===== config.mk =====
export PLATFORM = sky130hd
export DESIGN_NAME = pitaya_top
export DESIGN_NICKNAME = d
export VERILOG_FILES = /design/src/hw/pitaya_pkg.sv /design/src/hw/pitaya_top.sv /design/src/hw/pwm_dac.sv /design/src/hw/pwm_cfg_regs.sv /design/src/hw/analog_io.sv /design/src/hw/hk_regs.sv /design/src/hw/sys_bus_mux.sv
export SDC_FILE = /design/constraint.sdc
export NUM_CORES = 1
export LEC_CHECK = 0
export BUFFER_PORTS_ARGS = -buffer_cell sky130_fd_sc_hd__buf_4
export CAP_MARGIN = 20
export CORE_MARGIN = 3
export CORE_UTILIZATION = 30
export DETAILED_ROUTE_END_ITERATION = 12
export PLACE_DENSITY = 0.57
export SYNTH_ARGS = -nofsm -noshare
export SYNTH_HDL_FRONTEND = slang
export SYNTH_SLANG_ARGS = --single-unit

===== constraint.sdc =====
create_clock -name adc_clk -period 5.7 [get_ports adc_clk]
set_input_delay 0.57 -clock adc_clk [delete_from_list [all_inputs] [get_ports adc_clk]]
set_output_delay 0.57 -clock adc_clk [all_outputs]
set_load 0.01 [all_outputs]

===== src/hw/pitaya_pkg.sv =====
//////////////////////////////////////////////////
// one clock domain, full word bus writes only
// offsets decoded in low REG_OFS_W bits of a region
//////////////////////////////////////////////////
`default_nettype none

package pitaya_pkg;

  //////////////////////////////////////////////////
  // widths

  localparam int ADC_W     = 14;   // sample width, reserved low bits dropped
  localparam int BUS_W     = 32;   // bus addr and data
  localparam int LED_W     = 8;
  localparam int PWM_CFG_W = 24;

  typedef logic signed [ADC_W-1:0] sample_t;

  //////////////////////////////////////////////////
  // address map

  localparam int REGION_LSB  = 20;  // addr[22:20] picks the region
  localparam int REGION_W    = 3;
  localparam int NUM_REGIONS = 8;
  localparam int REG_OFS_W   = 8;   // decoded offset bits inside a region

  localparam int HK_REGION  = 0;
  localparam int PWM_REGION = 4;

  // housekeeping offsets
  localparam logic [REG_OFS_W-1:0] HK_OFS_ID    = 8'h00;
  localparam logic [REG_OFS_W-1:0] HK_OFS_LOOP  = 8'h04;
  localparam logic [REG_OFS_W-1:0] HK_OFS_LED   = 8'h08;
  localparam logic [REG_OFS_W-1:0] HK_OFS_DAC_A = 8'h0C;
  localparam logic [REG_OFS_W-1:0] HK_OFS_DAC_B = 8'h10;
  localparam logic [REG_OFS_W-1:0] HK_OFS_ADC_A = 8'h14;  // read only
  localparam logic [REG_OFS_W-1:0] HK_OFS_ADC_B = 8'h18;  // read only

  localparam logic [BUS_W-1:0] HK_ID = 32'h5049_0001;

  //////////////////////////////////////////////////
  // pwm config word, channel k at offset 4*k

  localparam int PWM_OFS_LSB  = 2;   // word index starts here
  localparam int PWM_DUTY_LSB = 16;  // duty in [23:16]
  localparam int PWM_DUTY_W   = 8;
  localparam int PWM_DIT_W    = 16;  // dither sequence in [15:0]

endpackage

`default_nettype wire

===== src/hw/pitaya_top.sv =====
//////////////////////////////////////////////////
// single clock; bus comes from pins, region 0 hk, 4 pwm
//////////////////////////////////////////////////
`timescale 1ns/100ps
`default_nettype none

module pitaya_top #(
  parameter int NUM_PWM    = 4,
  parameter int PWM_PERIOD = 156
) (
  input  wire logic                         adc_clk,
  input  wire logic                         arst_n_i,
  // system bus
  input  wire logic [pitaya_pkg::BUS_W-1:0] sys_addr_i,
  input  wire logic [pitaya_pkg::BUS_W-1:0] sys_wdata_i,
  input  wire logic                         sys_wen_i,
  input  wire logic                         sys_ren_i,
  output logic [pitaya_pkg::BUS_W-1:0]      sys_rdata_o,
  output logic                              sys_ack_o,
  output logic                              sys_err_o,
  // converters
  input  wire logic [pitaya_pkg::ADC_W-1:0] adc_dat_a_i,
  input  wire logic [pitaya_pkg::ADC_W-1:0] adc_dat_b_i,
  output logic [pitaya_pkg::ADC_W-1:0]      dac_dat_a_o,
  output logic [pitaya_pkg::ADC_W-1:0]      dac_dat_b_o,
  // slow outputs
  output logic [pitaya_pkg::LED_W-1:0]      led_o,
  output logic [NUM_PWM-1:0]                dac_pwm_o
);

  //////////////////////////////////////////////////
  // bus decode

  logic                         hk_wen, hk_ren, hk_ack, hk_err;
  logic                         pwm_wen, pwm_ren, pwm_ack, pwm_err;
  logic [pitaya_pkg::BUS_W-1:0] hk_rdata;
  logic [pitaya_pkg::BUS_W-1:0] pwm_rdata;

  sys_bus_mux u_sys_bus_mux (
    .adc_clk     (adc_clk),
    .arst_n_i    (arst_n_i),
    .sys_addr_i  (sys_addr_i),
    .sys_wen_i   (sys_wen_i),
    .sys_ren_i   (sys_ren_i),
    .hk_rdata_i  (hk_rdata),
    .hk_ack_i    (hk_ack),
    .hk_err_i    (hk_err),
    .pwm_rdata_i (pwm_rdata),
    .pwm_ack_i   (pwm_ack),
    .pwm_err_i   (pwm_err),
    .hk_wen_o    (hk_wen),
    .hk_ren_o    (hk_ren),
    .pwm_wen_o   (pwm_wen),
    .pwm_ren_o   (pwm_ren),
    .sys_rdata_o (sys_rdata_o),
    .sys_ack_o   (sys_ack_o),
    .sys_err_o   (sys_err_o)
  );

  //////////////////////////////////////////////////
  // housekeeping and analog path

  logic                digital_loop;
  pitaya_pkg::sample_t dac_a, dac_b;   // setpoints from hk
  pitaya_pkg::sample_t adc_a, adc_b;   // converted, loopback applied

  hk_regs u_hk_regs (
    .adc_clk        (adc_clk),
    .arst_n_i       (arst_n_i),
    .sys_addr_i     (sys_addr_i),
    .sys_wdata_i    (sys_wdata_i),
    .sys_wen_i      (hk_wen),
    .sys_ren_i      (hk_ren),
    .adc_a_i        (adc_a),
    .adc_b_i        (adc_b),
    .sys_rdata_o    (hk_rdata),
    .sys_ack_o      (hk_ack),
    .sys_err_o      (hk_err),
    .digital_loop_o (digital_loop),
    .led_o          (led_o),
    .dac_a_o        (dac_a),
    .dac_b_o        (dac_b)
  );

  analog_io u_analog_io (
    .adc_clk        (adc_clk),
    .arst_n_i       (arst_n_i),
    .adc_dat_a_i    (adc_dat_a_i),
    .adc_dat_b_i    (adc_dat_b_i),
    .digital_loop_i (digital_loop),
    .dac_a_i        (dac_a),
    .dac_b_i        (dac_b),
    .adc_a_o        (adc_a),
    .adc_b_o        (adc_b),
    .dac_dat_a_o    (dac_dat_a_o),
    .dac_dat_b_o    (dac_dat_b_o)
  );

  //////////////////////////////////////////////////
  // slow PWM DACs

  logic [NUM_PWM-1:0][pitaya_pkg::PWM_CFG_W-1:0] pwm_cfg;

  pwm_cfg_regs #(
    .NUM_PWM (NUM_PWM)
  ) u_pwm_cfg_regs (
    .adc_clk     (adc_clk),
    .arst_n_i    (arst_n_i),
    .sys_addr_i  (sys_addr_i),
    .sys_wdata_i (sys_wdata_i),
    .sys_wen_i   (pwm_wen),
    .sys_ren_i   (pwm_ren),
    .sys_rdata_o (pwm_rdata),
    .sys_ack_o   (pwm_ack),
    .sys_err_o   (pwm_err),
    .cfg_o       (pwm_cfg)
  );

  for (genvar g = 0; g < NUM_PWM; g++)
  begin : g_pwm
    pwm_dac #(
      .PWM_PERIOD (PWM_PERIOD)
    ) u_pwm_dac (
      .adc_clk  (adc_clk),
      .arst_n_i (arst_n_i),
      .cfg_i    (pwm_cfg[g]),
      .pwm_o    (dac_pwm_o[g])   // straight to pin
    );
  end

endmodule

`default_nettype wire


===== src/hw/pwm_dac.sv =====
//////////////////////////////////////////////////
// config taken once per period; duty+dither clips at period
//////////////////////////////////////////////////
`timescale 1ns/100ps
`default_nettype none

module pwm_dac #(
  parameter int PWM_PERIOD = 156
) (
  input  wire logic                             adc_clk,
  input  wire logic                             arst_n_i,
  input  wire logic [pitaya_pkg::PWM_CFG_W-1:0] cfg_i,
  output logic                                  pwm_o
);

  localparam int CNT_W     = $clog2(PWM_PERIOD);
  localparam int DIT_IDX_W = $clog2(pitaya_pkg::PWM_DIT_W);

  logic [CNT_W-1:0]                 cnt_q;       // position in period
  logic [DIT_IDX_W-1:0]             dit_idx_q;   // period number mod 16
  logic [pitaya_pkg::PWM_CFG_W-1:0] cfg_q;       // word for this period
  logic [pitaya_pkg::PWM_DUTY_W:0]  high_len;    // one extra bit for the dither carry
  logic                             period_end;

  assign period_end = cnt_q == CNT_W'(PWM_PERIOD - 1);

  // duty plus this period's dither bit
  assign high_len = {1'b0, cfg_q[pitaya_pkg::PWM_DUTY_LSB +: pitaya_pkg::PWM_DUTY_W]}
                  + {{pitaya_pkg::PWM_DUTY_W{1'b0}}, cfg_q[dit_idx_q]};

  always_ff @(posedge adc_clk or negedge arst_n_i)
  begin
    if (!arst_n_i)
    begin
      cnt_q     <= '0;
      dit_idx_q <= '0;
      cfg_q     <= '0;
      pwm_o     <= 1'b0;
    end
    else
    begin
      if (period_end)
      begin
        cnt_q     <= '0;
        dit_idx_q <= dit_idx_q + 1'b1;   // wraps after 16 periods
        cfg_q     <= cfg_i;              // new word from next period on
      end
      else
        cnt_q <= cnt_q + 1'b1;
      // cnt never reaches PWM_PERIOD so long values clip on their own
      pwm_o <= {1'b0, cnt_q} < high_len;
    end
  end

  a_cnt_range: assert property (@(posedge adc_clk) disable iff (!arst_n_i)
    cnt_q < PWM_PERIOD);

endmodule

`default_nettype wire


===== src/hw/pwm_cfg_regs.sv =====
//////////////////////////////////////////////////
// one word per channel, upper 8 data bits dropped
//////////////////////////////////////////////////
`timescale 1ns/100ps
`default_nettype none

module pwm_cfg_regs #(
  parameter int NUM_PWM = 4
) (
  input  wire logic                         adc_clk,
  input  wire logic                         arst_n_i,
  input  wire logic [pitaya_pkg::BUS_W-1:0] sys_addr_i,
  input  wire logic [pitaya_pkg::BUS_W-1:0] sys_wdata_i,
  input  wire logic                         sys_wen_i,
  input  wire logic                         sys_ren_i,
  output logic [pitaya_pkg::BUS_W-1:0]      sys_rdata_o,
  output logic                              sys_ack_o,
  output logic                              sys_err_o,
  output logic [NUM_PWM-1:0][pitaya_pkg::PWM_CFG_W-1:0] cfg_o
);

  localparam int IDX_W = pitaya_pkg::REG_OFS_W - pitaya_pkg::PWM_OFS_LSB;

  logic [IDX_W-1:0] idx;   // channel number from offset
  logic             hit;   // channel exists

  assign idx = sys_addr_i[pitaya_pkg::REG_OFS_W-1:pitaya_pkg::PWM_OFS_LSB];
  assign hit = idx < NUM_PWM;

  always_ff @(posedge adc_clk or negedge arst_n_i)
  begin
    if (!arst_n_i)
    begin
      sys_ack_o   <= 1'b0;
      sys_err_o   <= 1'b0;
      sys_rdata_o <= '0;
      cfg_o       <= '0;   // duty 0, outputs stay low
    end
    else
    begin
      sys_ack_o <= sys_wen_i | sys_ren_i;
      sys_err_o <= (sys_wen_i | sys_ren_i) & ~hit;
      if (sys_ren_i && hit)
        sys_rdata_o <= {{(pitaya_pkg::BUS_W-pitaya_pkg::PWM_CFG_W){1'b0}}, cfg_o[idx]};
      else
        sys_rdata_o <= '0;
      if (sys_wen_i && hit)
        cfg_o[idx] <= sys_wdata_i[pitaya_pkg::PWM_CFG_W-1:0];
    end
  end

endmodule

`default_nettype wire


===== src/hw/analog_io.sv =====
//////////////////////////////////////////////////
// converter pins use negative slope offset binary
//////////////////////////////////////////////////
`timescale 1ns/100ps
`default_nettype none

module analog_io (
  input  wire logic                         adc_clk,
  input  wire logic                         arst_n_i,
  input  wire logic [pitaya_pkg::ADC_W-1:0] adc_dat_a_i,
  input  wire logic [pitaya_pkg::ADC_W-1:0] adc_dat_b_i,
  input  wire logic                         digital_loop_i,
  input  wire pitaya_pkg::sample_t          dac_a_i,
  input  wire pitaya_pkg::sample_t          dac_b_i,
  output pitaya_pkg::sample_t               adc_a_o,
  output pitaya_pkg::sample_t               adc_b_o,
  output logic [pitaya_pkg::ADC_W-1:0]      dac_dat_a_o,
  output logic [pitaya_pkg::ADC_W-1:0]      dac_dat_b_o
);

  logic [pitaya_pkg::ADC_W-1:0] adc_raw_a;   // pin capture
  logic [pitaya_pkg::ADC_W-1:0] adc_raw_b;

  // keep msb, invert the rest; same map both directions
  function automatic logic [pitaya_pkg::ADC_W-1:0] slope_flip(
    input logic [pitaya_pkg::ADC_W-1:0] x
  );
    return {x[pitaya_pkg::ADC_W-1], ~x[pitaya_pkg::ADC_W-2:0]};
  endfunction

  //////////////////////////////////////////////////
  // ADC side

  always_ff @(posedge adc_clk)
  begin
    adc_raw_a <= adc_dat_a_i;
    adc_raw_b <= adc_dat_b_i;
  end

  // loopback bypasses the converter
  assign adc_a_o = digital_loop_i ? dac_a_i : slope_flip(adc_raw_a);
  assign adc_b_o = digital_loop_i ? dac_b_i : slope_flip(adc_raw_b);

  //////////////////////////////////////////////////
  // DAC side

  always_ff @(posedge adc_clk or negedge arst_n_i)
  begin
    if (!arst_n_i)
    begin
      dac_dat_a_o <= {1'b0, {(pitaya_pkg::ADC_W-1){1'b1}}};  // code of zero
      dac_dat_b_o <= {1'b0, {(pitaya_pkg::ADC_W-1){1'b1}}};
    end
    else
    begin
      dac_dat_a_o <= slope_flip(dac_a_i);
      dac_dat_b_o <= slope_flip(dac_b_i);
    end
  end

endmodule

`default_nettype wire


===== src/hw/hk_regs.sv =====
//////////////////////////////////////////////////
// full word writes, ADC readback is live and read only
//////////////////////////////////////////////////
`timescale 1ns/100ps
`default_nettype none

module hk_regs (
  input  wire logic                         adc_clk,
  input  wire logic                         arst_n_i,
  input  wire logic [pitaya_pkg::BUS_W-1:0] sys_addr_i,
  input  wire logic [pitaya_pkg::BUS_W-1:0] sys_wdata_i,
  input  wire logic                         sys_wen_i,
  input  wire logic                         sys_ren_i,
  input  wire pitaya_pkg::sample_t          adc_a_i,
  input  wire pitaya_pkg::sample_t          adc_b_i,
  output logic [pitaya_pkg::BUS_W-1:0]      sys_rdata_o,
  output logic                              sys_ack_o,
  output logic                              sys_err_o,
  output logic                              digital_loop_o,
  output logic [pitaya_pkg::LED_W-1:0]      led_o,
  output pitaya_pkg::sample_t               dac_a_o,
  output pitaya_pkg::sample_t               dac_b_o
);

  logic [pitaya_pkg::REG_OFS_W-1:0] ofs;
  logic [pitaya_pkg::BUS_W-1:0]     rd_word;
  logic                             rd_ok;    // offset exists
  logic                             wr_ok;    // offset exists and is writable

  // signed sample to bus word
  function automatic logic [pitaya_pkg::BUS_W-1:0] sext(input pitaya_pkg::sample_t s);
    return {{(pitaya_pkg::BUS_W-pitaya_pkg::ADC_W){s[pitaya_pkg::ADC_W-1]}}, s};
  endfunction

  assign ofs = sys_addr_i[pitaya_pkg::REG_OFS_W-1:0];

  //////////////////////////////////////////////////
  // offset decode

  always_comb
  begin
    rd_word = '0;
    rd_ok   = 1'b1;
    wr_ok   = 1'b0;
    case (ofs)
      pitaya_pkg::HK_OFS_ID:    rd_word = pitaya_pkg::HK_ID;
      pitaya_pkg::HK_OFS_LOOP:
      begin
        rd_word[0] = digital_loop_o;
        wr_ok      = 1'b1;
      end
      pitaya_pkg::HK_OFS_LED:
      begin
        rd_word[pitaya_pkg::LED_W-1:0] = led_o;
        wr_ok                          = 1'b1;
      end
      pitaya_pkg::HK_OFS_DAC_A:
      begin
        rd_word = sext(dac_a_o);
        wr_ok   = 1'b1;
      end
      pitaya_pkg::HK_OFS_DAC_B:
      begin
        rd_word = sext(dac_b_o);
        wr_ok   = 1'b1;
      end
      pitaya_pkg::HK_OFS_ADC_A: rd_word = sext(adc_a_i);   // live sample
      pitaya_pkg::HK_OFS_ADC_B: rd_word = sext(adc_b_i);
      default:                  rd_ok   = 1'b0;
    endcase
  end

  //////////////////////////////////////////////////
  // registers and registered response

  always_ff @(posedge adc_clk or negedge arst_n_i)
  begin
    if (!arst_n_i)
    begin
      sys_ack_o      <= 1'b0;
      sys_err_o      <= 1'b0;
      sys_rdata_o    <= '0;
      digital_loop_o <= 1'b0;
      led_o          <= '0;
      dac_a_o        <= '0;   // DAC pins idle at mid code
      dac_b_o        <= '0;
    end
    else
    begin
      sys_ack_o   <= sys_wen_i | sys_ren_i;
      sys_err_o   <= (sys_ren_i & ~rd_ok) | (sys_wen_i & ~wr_ok);
      sys_rdata_o <= (sys_ren_i && rd_ok) ? rd_word : '0;
      if (sys_wen_i && wr_ok)
      begin
        case (ofs)
          pitaya_pkg::HK_OFS_LOOP:  digital_loop_o <= sys_wdata_i[0];
          pitaya_pkg::HK_OFS_LED:   led_o   <= sys_wdata_i[pitaya_pkg::LED_W-1:0];
          pitaya_pkg::HK_OFS_DAC_A: dac_a_o <= sys_wdata_i[pitaya_pkg::ADC_W-1:0];
          default:                  dac_b_o <= sys_wdata_i[pitaya_pkg::ADC_W-1:0];
        endcase
      end
    end
  end

  // master waits for ack, so never back to back
  a_ack_pulse: assert property (@(posedge adc_clk) disable iff (!arst_n_i)
    sys_ack_o |=> !sys_ack_o);

endmodule

`default_nettype wire


===== src/hw/sys_bus_mux.sv =====
//////////////////////////////////////////////////
// one outstanding request, slaves ack one cycle later
// unmapped regions ack with zero data and no error
//////////////////////////////////////////////////
`timescale 1ns/100ps
`default_nettype none

module sys_bus_mux (
  input  wire logic                         adc_clk,
  input  wire logic                         arst_n_i,
  input  wire logic [pitaya_pkg::BUS_W-1:0] sys_addr_i,
  input  wire logic                         sys_wen_i,
  input  wire logic                         sys_ren_i,
  input  wire logic [pitaya_pkg::BUS_W-1:0] hk_rdata_i,
  input  wire logic                         hk_ack_i,
  input  wire logic                         hk_err_i,
  input  wire logic [pitaya_pkg::BUS_W-1:0] pwm_rdata_i,
  input  wire logic                         pwm_ack_i,
  input  wire logic                         pwm_err_i,
  output logic                              hk_wen_o,
  output logic                              hk_ren_o,
  output logic                              pwm_wen_o,
  output logic                              pwm_ren_o,
  output logic [pitaya_pkg::BUS_W-1:0]      sys_rdata_o,
  output logic                              sys_ack_o,
  output logic                              sys_err_o
);

  logic [pitaya_pkg::REGION_W-1:0]    region;
  logic [pitaya_pkg::REGION_W-1:0]    region_q;     // region of pending request
  logic [pitaya_pkg::NUM_REGIONS-1:0] cs;           // one-hot chip select
  logic                               req;
  logic                               mapped;
  logic                               unmap_ack_q;

  assign region = sys_addr_i[pitaya_pkg::REGION_LSB +: pitaya_pkg::REGION_W];
  assign cs     = {{(pitaya_pkg::NUM_REGIONS-1){1'b0}}, 1'b1} << region;
  assign req    = sys_wen_i | sys_ren_i;
  assign mapped = cs[pitaya_pkg::HK_REGION] | cs[pitaya_pkg::PWM_REGION];

  assign hk_wen_o  = sys_wen_i & cs[pitaya_pkg::HK_REGION];
  assign hk_ren_o  = sys_ren_i & cs[pitaya_pkg::HK_REGION];
  assign pwm_wen_o = sys_wen_i & cs[pitaya_pkg::PWM_REGION];
  assign pwm_ren_o = sys_ren_i & cs[pitaya_pkg::PWM_REGION];

  always_ff @(posedge adc_clk or negedge arst_n_i)
  begin
    if (!arst_n_i)
    begin
      region_q    <= '0;
      unmap_ack_q <= 1'b0;
    end
    else
    begin
      unmap_ack_q <= req & ~mapped;  // stand-in slave for empty regions
      if (req)
        region_q <= region;          // addr may move before the ack
    end
  end

  // response select by the region that was requested
  always_comb
  begin
    case (region_q)
      pitaya_pkg::HK_REGION:
      begin
        sys_rdata_o = hk_rdata_i;
        sys_ack_o   = hk_ack_i;
        sys_err_o   = hk_err_i;
      end
      pitaya_pkg::PWM_REGION:
      begin
        sys_rdata_o = pwm_rdata_i;
        sys_ack_o   = pwm_ack_i;
        sys_err_o   = pwm_err_i;
      end
      default:
      begin
        sys_rdata_o = '0;
        sys_ack_o   = unmap_ack_q;
        sys_err_o   = 1'b0;
      end
    endcase
  end

  a_single_dir: assert property (@(posedge adc_clk) disable iff (!arst_n_i)
    !(sys_wen_i && sys_ren_i));

endmodule

`default_nettype wire


Yosys cells after proc, flatten, opt, wreduce, memory -nomap -nowiden
Index checks and enable logic that the tools add are counted.
{"block": "word_totals", "output_inout_bits": 74, "ff_bits": 409, "inputBits": 96}
{"block": "op_classes", "n_mux": 29, "n_reduce_logical": 14, "n_bitwise": 22, "n_eq_ne": 11, "addsub": 12, "n_lt_le_gt_ge": 11, "shift": 1}
{"op": "$pmux W24 S5", "n": 1}
{"op": "$bwmux W96", "n": 1}
{"op": "$mux W24", "n": 3}
{"op": "$pmux W32 S2", "n": 1}
{"op": "$not A13 Y13", "n": 4}
{"op": "$bmux W24 S2", "n": 1}
{"op": "$demux W24 S2", "n": 1}
{"op": "$add A8 B1 Y9", "n": 4}
{"op": "$lt A8 B9 Y1", "n": 4}
{"op": "$pmux W7 S5", "n": 1}
{"op": "$add A8 B1 Y8 const B", "n": 4}
{"op": "$eq A8 B8 Y1 const B", "n": 4}
{"op": "$mux W32", "n": 1}
{"op": "$mux W8", "n": 4}
{"op": "$mux W14", "n": 2}
{"op": "$eq A8 B5 Y1 const B", "n": 3}
{"op": "$lt A4 B6 Y1 const B", "n": 4}
{"op": "$add A4 B1 Y4 const B", "n": 4}
{"op": "$bmux W1 S4", "n": 4}
{"op": "$eq A8 B4 Y1 const B", "n": 2}
{"op": "$lt A6 B3 Y1 const B", "n": 2}
{"op": "$and A1 B1 Y1", "n": 8}
{"op": "$eq A8 B3 Y1 const B", "n": 1}
{"op": "$logic_not A8 Y1", "n": 1}
{"op": "14 further kinds", "n": 35}

Depth between registers and ports, before layout
Gate-level depths: netlist of run 1.
{"block": "logic_depth", "depth_word": 6, "mapped_depth": 15}

Cells and area by module
From an unflattened synthesis of run 1, not the netlist that was laid out.
{"block": "hier_totals", "cells_unflattened": 1289, "area_unflattened_um2": 17819.6}
{"mod": "pwm_dac", "seq_area_each_um2": 925.9, "cells_per_inst": 138, "n_inst": 4, "area_per_inst_um2": 1868.0}
{"mod": "pwm_cfg_regs", "seq_area_each_um2": 3052.9, "cells_per_inst": 305, "n_inst": 1, "area_per_inst_um2": 5094.9}
{"mod": "hk_regs", "seq_area_each_um2": 1351.3, "cells_per_inst": 222, "n_inst": 1, "area_per_inst_um2": 2765.2}
{"mod": "analog_io", "seq_area_each_um2": 1293.7, "cells_per_inst": 118, "n_inst": 1, "area_per_inst_um2": 1731.7}
{"mod": "sys_bus_mux", "seq_area_each_um2": 100.1, "cells_per_inst": 92, "n_inst": 1, "area_per_inst_um2": 755.7}

Least setup slack after synthesis of run 1
OpenSTA, ideal clock, no wires.
{"block": "synth_path", "path_kind": "register to register", "from": "register g_pwm[1].u_pwm_dac.dit_idx_q[0]", "to": "register g_pwm[1].u_pwm_dac.pwm_o", "setup_ns": 0.066, "path_buffers": 1, "required_time_ns": 5.634, "arrival_time_ns": 3.132, "setup_slack_ns": 2.503, "path_stages_with_launch": 16, "cell_sequence": "dfrtp_1 > clkbuf_1 > mux4_2 > nor2b_1 > a211oi_1 > a21oi_1 > ha_1 > ha_1 > nand4_1 > xor2_1 > ha_1 > a21oi_1 > nor2b_1 > a2111oi_0 > o21ai_0 > nand2_1"}
{"block": "synth_via", "elab_chain_len": 4}
{"element": "start: declaration", "line": "pwm_dac.sv:20", "source": "logic [DIT_IDX_W-1:0] dit_idx_q;"}
{"element": "start signal: assignment", "line": "pwm_dac.sv:45", "source": "dit_idx_q <= dit_idx_q + 1'b1;"}
{"element": "$bmux W1 S4", "line": "pwm_dac.sv:29", "source": "+ {{pitaya_pkg::PWM_DUTY_W{1'b0}}, cfg_q[dit_idx_q]};"}
{"element": "$mux W1 (implied by the code)", "line": "pwm_dac.sv:29"}
{"element": "$add A8 B1 Y9", "line": "pwm_dac.sv:29"}
{"element": "$lt A8 B9 Y1", "line": "pwm_dac.sv:51", "source": "pwm_o <= {1'b0, cnt_q} < high_len;"}
{"element": "end signal: assignment", "line": "pwm_dac.sv:51"}
{"element": "end: declaration", "line": "pwm_dac.sv:13", "source": "output logic pwm_o"}
Every way passes these cells. The select of a mux whose other input is x is not followed.
A chain may end at the register's enable or synchronous reset.

Worst setup path after layout of run 1
Same ends and word-level chain as after synthesis.

==> metrics, run 1 <==
status finished clean; critical path endpoint category register; Final Hold Fails 0; Synth Warn # 0; layout cells sized above 1 29.3%; fin area 0.0202 mm²; CP Class register to register; DRT iter0 DRCs 716; vias per cell between 4 and 5; Worst R2R Path Depth 14; RSZ-0062 raised after global routing false; setup fix buffers added after clock tree synthesis 0; Reg power frac between 40% and 50%; met2 WL 21,000 µm; clock latency on the worst-skew pair between 500 and 600 ps; Congestion Overflow GR 0; initial antenna violation count 0; pin count of the biggest net entering global routing between 150 and 200; IO buf count 140; Int Pwr 4.45 mW; library cells used by synthesis 47; IO Pins between 150 and 200; Max Cap Violations 0; Residual DRC 0; diode count 0; fmax 286 MHz; crit-path max FO 7; core area 0.0556 mm²; period utilization between 60% and 70%; # setup viols final 0; mean routed wirelength per cell 18.4 µm; final core utilization between 30% and 40%; Routed WL 42,400 µm; Core Rows 86; die area about 0.06 mm²; syn avg cell area roughly 12 µm²; Synth Net Count 1,551; Leak 9.76 nW; most common library cell in the layout ignoring fill and taps dfrtp_1; Final nets around 1.7k; GRT Util Overall 14.3%; Crit path required time 6190 ps; first-pass GRT wire length roughly 67,000 µm; Slew Limit Fails 0; HP Class input pin to register; Power Total around 5.7 mW; gp weighted congestion around 0.81; switching power ~1.3 mW; height of the chip about 240 µm; vias in the first global route about 11k; dpl hpwl around 29,000 µm; CTS Buffer Depth 3; Yosys reg bits ~380; Peak VDD IR between 200 and 250 µV; wire length on met1 around 19,000 µm; Initial Utilization around 31%; die width around 240 µm; Comb power frac ~3.8%; Layout area overhead 18.3%; First-pass DRT Iterations 5; Post-Layout Cell Count about 2.3k; DR top layer met4; placed inst area roughly 0.019 mm²; CTS Sinks 384; Clock power frac 47.2%; commonest non-fill, non-tap cells in the layout 330 x dfrtp_1, 266 x nand2_1, 149 x buf_4, 141 x mux2_2, 48 x ha_1; sw frac a little over a fifth; worst slew pin tran 1030 ps; CTS H-tree lvls 2; CTS Buf Count 40; hold depth 1; slew margin rel. between 30% and 40%; WP data arrival between 3000 and 4000 ps; register area share after synthesis 55.7%; setup TNS 0 ps; Post-Syn Instances ~1.4k; CTS tree built; pwr dens ~280 mW/mm²; CP startpoint kind register; placed cells about 2.2k; clk slew on worst S/H paths ~60 ps; Root Buffer clkbuf_16; Cell Area, Synth approximately 0.017 mm²; met3 WL around 1200 µm; Routed Antenna Nets 0; final period demand of the worst path approximately 3500 ps; Worst Skew 28.4 ps; DR vias about 11k
[state kept, by name (all words and copies together), names as in the netlist, 14 cells and up]
name / flops
g_pwm.u_pwm_dac.cfg_q: 96
u_pwm_cfg_regs.sys_rdata_o: 24
g_pwm.u_pwm_dac.dit_idx_q: 16
u_analog_io.dac_dat_a_o: 14
g_pwm.u_pwm_dac.cnt_q: 32
u_analog_io.dac_dat_b_o: 14
u_hk_regs.dac_a_o: 14
u_hk_regs.sys_rdata_o: 15
u_pwm_cfg_regs.cfg_o: 96
u_analog_io.adc_raw_a: 14
u_hk_regs.dac_b_o: 14
u_analog_io.adc_raw_b: 14
[synth_stat cells, drive strengths merged]
cell type	n	area, µm²
nor2	47	176
clkinv	1	3.75
dfstp	26	683
nor3	10	50.1
and2	9	56.3
mux2i	8	80.1
nor4	2	33.8
a31oi	3	18.8
o21ai	27	135
nor2b	10	62.6
nand2	269	1030
a21o	17	128
nand2b	25	156
a222oi	6	60.1
a22o	16	140
and3	33	211
dfrtp	330	8260
a22oi	3	22.5
and4	6	52.6
mux2	164	1930
o211ai	3	22.5
dfxtp	28	561
a21oi	44	220
a2bb2oi	5	43.8
nand3	35	188
nand4	12	75.1
clkbuf	43	161
a211oi	6	45.0
maj3	1	10.0
xnor2	23	201
buf	30	230
or3	5	31.3
ha	48	601
inv	33	124
xor2	29	254
o22ai	7	43.8
a2111oi	2	17.5
mux4	41	923
[worst max-delay path, stage by stage, from the launching register on]
cell and delay [ps]:
dfrtp_1 610, mux4_2 550, nor2b_1 140, a211oi_1 220, a21oi_1 160, ha_1 240
ha_1 230, nand4_1 120, xor2_1 150, ha_1 250, a21oi_1 150, nor2b_1 70
a2111oi_0 320, o21ai_0 140, nand2_1 80
[final timing paths]
path,slack (ps),start,to
worst max-delay path,2200,g_pwm[1].u_pwm_dac.dit_idx_q[0],g_pwm[1].u_pwm_dac.pwm_o
worst min-delay path,120,adc_dat_a_i[3],u_analog_io.adc_raw_a[3]
worst max register to register,2200,g_pwm[1].u_pwm_dac.dit_idx_q[0],g_pwm[1].u_pwm_dac.pwm_o
worst min register to register,400,u_hk_regs.dac_b_o[6],u_analog_io.dac_dat_b_o[6]
max in group asynchronous,3830,arst_n_i,g_pwm[2].u_pwm_dac.cnt_q[6]
min in group asynchronous,560,arst_n_i,u_hk_regs.dac_b_o[2]
[cell type report]
cell class | instances | area [µm²]
Clock buffer | 55 | 1150
Clock inverter | 16 | 213
Fill cell | 5407 | 35500
Inverter | 34 | 128
Multi-Input combinational cell | 916 | 7040
Sequential cell | 384 | 9500
Tap cell | 748 | 936
Timing Repair Buffer | 154 | 1210
[cells by family (layout without fill, tap and decap cells)]
kind of cell             Yosys count  in the layout  synth area share (%)
AND/OR/NAND/NOR                  463            463                  12.5
flip-flops                       384            384                  55.7
multiplexers                     213            213                  17.2
AO/OA/AOI/OAI                    139            139                  5.26
buffers and inverters            107            259                  3.05
XOR/XNOR                          52             52                  2.67
adder cells (fa/ha/maj)           49             49                  3.58
[power groups by stage]
stage | combinational (mW) | sequential, mW | clock, mW
2_1_floorplan | 0.0862 | 2.83 | 0
3_3_place_gp | 0.221 | 2.84 | 0
3_5_place_dp | 0.225 | 2.84 | 0
4_1_cts | 0.226 | 2.79 | 2.76
5_1_grt | 0.244 | 2.79 | 2.87
6_report | 0.219 | 2.79 | 2.69
[routing by layer]
metal	GRT usage, %	up-vias
met4	5.01	0
met5	0	-
li1	-	5131
met2	24.1	153
met3	1.94	75
met1	18.8	5625
[what timing repair did]
item,4_1_cts,5_1_grt
resized for setup,0,0
endpoints found under the hold margin,39,0
hold buffers,1,0
[stage by stage]
stage,hold WS [ps],worst slack (ps)
finish,120,2200
global route,92.0,1940
CTS,93.3,2160
detailed placement,388,2140
global placement,389,2110
floorplan,274,2500
No activity file was read; power rests on OpenSTA's default activity.
==> run 2, diff against run 1 <==
--- a/config.mk
+++ b/config.mk
@@ -10,7 +10,7 @@
 export CORE_MARGIN = 3
 export CORE_UTILIZATION = 30
 export DETAILED_ROUTE_END_ITERATION = 12
-export PLACE_DENSITY = 0.57
+export PLACE_DENSITY = 0.59
 export SYNTH_ARGS = -nofsm -noshare
 export SYNTH_HDL_FRONTEND = slang
 export SYNTH_SLANG_ARGS = --single-unit
==> constraint.sdc (replaced) <==
create_clock -name adc_clk -period 2.9 [get_ports adc_clk]
set_input_delay 0.29 -clock adc_clk [delete_from_list [all_inputs] [get_ports adc_clk]]
set_output_delay 0.29 -clock adc_clk [all_outputs]
set_load 0.01 [all_outputs]
==> run 2 against run 1 <==
The run now ends with setup timing left. Global-route usage grew 0.091 points. Final area grew 4.8%. Via count grew 2.7%. Count of clock-buffer cells in the layout grew 2. Final cell count grew 3.8%. Worst setup slack lost 2300 ps. Largest power group unchanged. Highest routed layer unchanged.
==> metrics, run 2 (synthesis gave the netlist of run 1 again) <==
CTS Sinks 384 (unchanged); vias per cell 4.71 (was 4.76); DRT iter0 DRCs 605 (was 716); fin area 0.0211 mm² (was 0.0202 mm²); IO buf count 140 (unchanged); clock latency on the worst-skew pair 540 ps (was 560 ps); dpl hpwl 30,700 µm (was 29,500 µm); # setup viols final 3 (was 0); Initial Utilization 30.6% (unchanged); WP data arrival 3420 ps (was 3980 ps); first-pass GRT wire length 68,300 µm (was 67,300 µm); First-pass DRT Iterations 4 (was 5); status complete, but fails checks (was finished clean); final hold slack 32.4 ps (was 120 ps); Congestion Overflow GR 0 (unchanged); DR vias 11.3k (was 11.0k); CTS Buffer Depth 3 (unchanged); Routed WL 42,900 µm (was 42,400 µm); GRT Util Overall 14.4% (was 14.3%); fmax 339 MHz (was 286 MHz); pwr dens 539 mW/mm² (was 282 mW/mm²); setup slack after layout -48.6 ps (was 2200 ps); CTS Buf Count 41 (was 40); diode count 0 (unchanged); period utilization 102% (was 61.4%); Residual DRC 0 (unchanged); placed inst area 0.0191 mm² (was 0.0188 mm²); met3 WL 1210 µm (was 1160 µm); Final nets 1,757 (was 1,674); core area 0.0556 mm² (unchanged); Routed Antenna Nets 0 (unchanged); die area 0.0597 mm² (unchanged); Final Hold Fails 0 (unchanged); Place WS -230 ps (was 2140 ps); IO Pins 170 (unchanged); setup TNS -82.6 ps (was 0 ps); Core Rows 86 (unchanged); slew margin rel. 60.1% (was 31.3%); layout cells sized above 1 32.9% (was 29.3%); final period demand of the worst path 2950 ps (was 3500 ps); commonest non-fill, non-tap cells in the layout 327 x dfrtp_1, 266 x nand2_1, 193 x buf_4, 141 x mux2_2, 46 x nor2_1 (was 330 x dfrtp_1, 266 x nand2_1, 149 x buf_4, 141 x mux2_2, 48 x ha_1); pin count of the biggest net entering global routing 84 (was 172); Max Cap Violations 0 (unchanged); CP startpoint kind register (unchanged); Peak VDD IR 334 µV (was 216 µV); wire length on met1 18,300 µm (was 18,900 µm); CTS tree built (unchanged); most common library cell in the layout ignoring fill and taps dfrtp_1 (unchanged); initial antenna violation count 1 (was 0); final core utilization 38.0% (was 36.3%); biggest regs g_pwm.u_pwm_dac.cfg_q: 96 flops, u_pwm_cfg_regs.cfg_o: 96 flops, g_pwm.u_pwm_dac.cnt_q: 32 flops (unchanged); vias in the first global route 11.9k (was 11.5k); Crit path required time 3370 ps (was 6190 ps); height of the chip 244 µm (unchanged); Layout area overhead 24.0% (was 18.3%); CTS H-tree lvls 2 (unchanged); HP Class input pin to register (unchanged); CP Class register to register (unchanged); clk slew on worst S/H paths 60 ps (about the same); critical path endpoint category register (unchanged); die width 244 µm (unchanged); Slew Limit Fails 0 (unchanged); mean routed wirelength per cell 17.9 µm (was 18.4 µm); failing checks setup timing; worst slew pin tran 598 ps (was 1030 ps); Leak 10.1 nW (was 9.76 nW); gp weighted congestion 0.820 (was 0.810); DR top layer met4 (unchanged); crit-path max FO 5 (was 7); Worst Skew 16.5 ps (was 28.4 ps); Root Buffer clkbuf_16 (unchanged); RSZ-0062 raised after global routing true (was false); met2 WL 22,100 µm (was 21,000 µm)
[run 2: cell types whose count changed in the layout (fill, tap and decap cells not counted), moves of 4 or more]
cell           change
a21oi_1            -6
ha_4               +4
dlygate4sd3_1     +35
clkinv_4           +4
ha_2               +5
nand3_1            -4
o21ai_0            -8
nand3_2            +4
ha_1               -9
buf_4             +44
o21ai_1            +8
a21oi_2            +6
[run 2: area by class of cell]
type,count,area (µm²)
fillers,5285,34500
flip-flops and latches,384,9510
multi-input cells,916,7220
repair buffers,236,1930
clock buffers,57,1200
well taps,748,936
clock inverters,19,219
inverters,34,128
[run 2: worst paths after layout]
check / cells past startpoint / to / slack (ps) / startpoint
max reg2reg: 12 / g_pwm[0].u_pwm_dac.pwm_o / -50 / g_pwm[0].u_pwm_dac.dit_idx_q[0]
max: 12 / g_pwm[0].u_pwm_dac.pwm_o / -50 / g_pwm[0].u_pwm_dac.dit_idx_q[0]
min: 2 / u_pwm_cfg_regs.cfg_o[90] / 30 / sys_wdata_i[18]
max in group asynchronous: 3 / u_pwm_cfg_regs.cfg_o[68] / 1750 / arst_n_i
min reg2reg: 0 / u_analog_io.dac_dat_b_o[13] / 410 / u_hk_regs.dac_b_o[13]
min in group asynchronous: 2 / u_hk_regs.dac_b_o[8] / 290 / arst_n_i
[run 2: per-stage QoR]
| step | power [mW] | instances |
|---|---|---|
| CTS | 11.5 | 2388 |
| global placement | 6.03 | 2271 |
| finish | 11.4 | 2394 |
| global route | 11.8 | 2394 |
| floorplan | 5.72 | 1407 |
| detailed placement | 6.04 | 2271 |
[run 2: power breakdown]
group          total (mW)  leakage, nW  switching, mW  internal, mW
Combinational       0.485         4.41          0.271         0.214
Clock                5.42        0.698           2.16          3.26
Sequential           5.48         5.04         0.0564          5.43
[run 2: critical path: stages (launching register included)]
cell,delay (ps)
dfrtp_2,440
mux4_2,520
mux4_2,540
ha_4,190
ha_4,150
nand3_2,80
nor2_2,50
xnor2_1,170
ha_1,280
a21o_1,160
a21oi_1,100
o21ai_1,70
o21ai_1,110
[run 2: repair_timing]
item                       in CTS  in global routing
hold buffers                   36                  0
hold endpoints to repair       90                  0
resized for setup              21                 21
buffers inserted                5                  6
setup endpoints to repair       4                  4
pin swaps                      13                 17
[run 2: routing by layer]
layer  vias to the layer above  track usage, %
met5                         -               0
met4                         0            5.03
met3                        65            1.98
met2                       140            25.2
met1                      5797            18.2
li1                       5284               -
==> run 3, diff against run 2 <==
--- a/config.mk
+++ b/config.mk
@@ -7,9 +7,12 @@
 export LEC_CHECK = 0
 export BUFFER_PORTS_ARGS = -buffer_cell sky130_fd_sc_hd__buf_4
 export CAP_MARGIN = 20
+export CORE_ASPECT_RATIO = 0.75
 export CORE_MARGIN = 3
 export CORE_UTILIZATION = 30
+export CTS_BUF_LIST = sky130_fd_sc_hd__clkbuf_8
 export DETAILED_ROUTE_END_ITERATION = 12
+export GPL_TIMING_DRIVEN = 0
 export PLACE_DENSITY = 0.59
 export SYNTH_ARGS = -nofsm -noshare
 export SYNTH_HDL_FRONTEND = slang
==> run 3 against run 2 <==
The run still ends with setup timing left. Largest cell class unchanged. Power fell by 7.0%. Combinational power increased by 6.0%. Largest power group unchanged. Sequential share of layout area down 0.41 points. Hold slack improved by 16 ps. Fmax is 5.0% lower. Final area increased by 0.87%.
==> metrics, run 3 (synthesis gave the netlist of run 1 again) <==
CP Class register to register (unchanged); Final Hold Fails 0 (unchanged); Final nets 1,831 (was 1,757); mean routed wirelength per cell 18.5 µm (was 17.9 µm); CTS H-tree lvls 2 (unchanged); Crit path required time 3450 ps (was 3370 ps); slew margin rel. 42.6% (was 60.1%); IO buf count 139 (was 140); WP data arrival 3650 ps (was 3420 ps); Root Buffer clkbuf_8 (was clkbuf_16); CTS tree built (unchanged); final period demand of the worst path 3100 ps (was 2950 ps); Filler Cell Count 5,245 (was 5,285); Core Rows 74 (was 86); area occupied by multi-input gates 0.00725 mm² (was 0.00722 mm²); layout cells sized above 1 31.8% (was 32.9%); wire length on met1 21,400 µm (was 18,300 µm); DR vias 11.9k (was 11.3k); Worst Skew 36.7 ps (was 16.5 ps); final core utilization 38.6% (was 38.0%); gp weighted congestion 0.863 (was 0.820); die width 281 µm (was 244 µm); Power Total 10.6 mW (was 11.4 mW); pin count of the biggest net entering global routing 101 (was 84); core area 0.0553 mm² (was 0.0556 mm²); Max Cap Violations 0 (unchanged); GRT Util Overall 15.3% (was 14.4%); CTS Buffer Depth 3 (unchanged); clk slew on worst S/H paths 70 ps (was 60 ps); vias per cell 4.84 (was 4.71); initial antenna violation count 0 (was 1); First-pass DRT Iterations 5 (was 4); Congestion Overflow GR 0 (unchanged); height of the chip 212 µm (was 244 µm); CTS Buf Count 60 (was 41); met3 WL 2490 µm (was 1210 µm); first-pass GRT wire length 71,200 µm (was 68,300 µm); DR top layer met4 (unchanged); Routed Antenna Nets 0 (unchanged); fin area 0.0213 mm² (was 0.0211 mm²); Slew Limit Fails 0 (unchanged); biggest regs g_pwm.u_pwm_dac.cfg_q: 96 flops, u_pwm_cfg_regs.cfg_o: 96 flops, g_pwm.u_pwm_dac.cnt_q: 32 flops (unchanged); Layout area overhead 25.1% (was 24.0%); IO Pins 170 (unchanged); most common library cell in the layout ignoring fill and taps dfrtp_1 (unchanged); placed inst area 0.0192 mm² (was 0.0191 mm²); status complete, but fails checks (unchanged); clock latency on the worst-skew pair 650 ps (was 540 ps); pwr dens 497 mW/mm² (was 539 mW/mm²); critical path endpoint category register (unchanged); # setup viols final 4 (was 3); HP Class input pin to register (unchanged); failing checks setup timing (unchanged); setup slack after layout -203 ps (was -48.6 ps); CTS Sinks 384 (unchanged); Post-Layout Cell Count 2,457 (was 2,394); Leak 10.3 nW (was 10.1 nW); period utilization 107% (was 102%); met2 WL 20,600 µm (was 22,100 µm); DRT iter0 DRCs 903 (was 605); FF+latch area 0.00950 mm² (was 0.00951 mm²); dpl hpwl 33,200 µm (was 30,700 µm); crit-path max FO 5 (unchanged); Initial Utilization 30.8% (was 30.6%); diode count 0 (unchanged); CP startpoint kind register (unchanged); Routed WL 45,400 µm (was 42,900 µm); die area 0.0597 mm² (about the same); fmax 322 MHz (was 339 MHz); Peak VDD IR 346 µV (was 334 µV); commonest non-fill, non-tap cells in the layout 330 x dfrtp_1, 266 x nand2_1, 168 x buf_4, 141 x mux2_2, 78 x clkbuf_8 (was 327 x dfrtp_1, 266 x nand2_1, 193 x buf_4, 141 x mux2_2, 46 x nor2_1); vias in the first global route 12.1k (was 11.9k); placed cells 2,271 (unchanged); Residual DRC 0 (unchanged); worst slew pin tran 853 ps (was 598 ps); RSZ-0062 raised after global routing true (unchanged)
[run 3: changes by cell type in the layout (fill, tap and decap cells not counted), sizes merged]
cell | previous run | this run
clkbuf | 57 | 115
inv | 34 | 61
dlygate4sd3 | 36 | 56
clkinv | 13 | 4
buf | 200 | 197
bufinv | 4 | 1
clkinvlp | 2 | 1
[run 3: layer usage]
metal | vias to the layer above | GRT usage, %
li1 | 5468 | -
met1 | 6069 | 22.6
met2 | 285 | 23.3
met3 | 68 | 2.69
met4 | 0 | 3.78
met5 | - | 0
[run 3: repair_timing]
item,4_1_cts,5_1_grt
endpoints found under the hold margin,230,0
pin swaps,24,12
setup buffers,17,5
resized for setup,38,13
setup endpoints to repair,33,25
hold buffers,56,0
[run 3: worst paths after layout]
check / start / endpoint / cells after the start / slack [ps]
max reg2reg: g_pwm[0].u_pwm_dac.dit_idx_q[0] / g_pwm[0].u_pwm_dac.pwm_o / 13 / -200
max in group asynchronous: arst_n_i / u_analog_io.dac_dat_a_o[10] / 5 / 880
max: g_pwm[0].u_pwm_dac.dit_idx_q[0] / g_pwm[0].u_pwm_dac.pwm_o / 13 / -200
min reg2reg: u_hk_regs.dac_b_o[13] / u_analog_io.dac_dat_b_o[13] / 0 / 380
min: sys_addr_i[6] / u_pwm_cfg_regs.sys_err_o / 3 / 50
min in group asynchronous: arst_n_i / u_pwm_cfg_regs.cfg_o[93] / 2 / 210
[run 3: where the power goes]
group | switching (mW) | total (mW) | internal, mW
clock network | 2.13 | 4.59 | 2.46
registers | 0.0622 | 5.49 | 5.43
logic | 0.284 | 0.514 | 0.230
[run 3: worst max-delay path, stage by stage, from the launching register on]
cell and delay [ps]:
dfrtp_1 380, buf_8 140, mux4_2 520, mux4_2 550, ha_4 200, ha_4 160
nand3_4 90, nor2_4 50, xnor2_2 130, ha_1 330, a21o_1 180, a21oi_2 100
o21ai_1 70, o21ai_1 140
[run 3: area by class of cell]
cell class | count | area share (%)
repair buffers | 220 | 8.82
multi-input cells | 916 | 34.0
clock inverters | 33 | 0.763
flip-flops and latches | 384 | 44.6
inverters | 34 | 0.599
plain buffers | 71 | 2.02
clock buffers | 77 | 4.97
well taps | 722 | 4.24
[run 3: stage by stage]
step / setup slack, ps / hold WS [ps] / setup TNS, ps
after floorplan: -8.57 / -5.59 / -8.57
after global placement: -1850 / 382 / -603980
after detailed placement: -474 / 262 / -1460
after CTS: -242 / 19.6 / -608
after global routing: -375 / 26.6 / -1210
final: -203 / 48.4 / -473
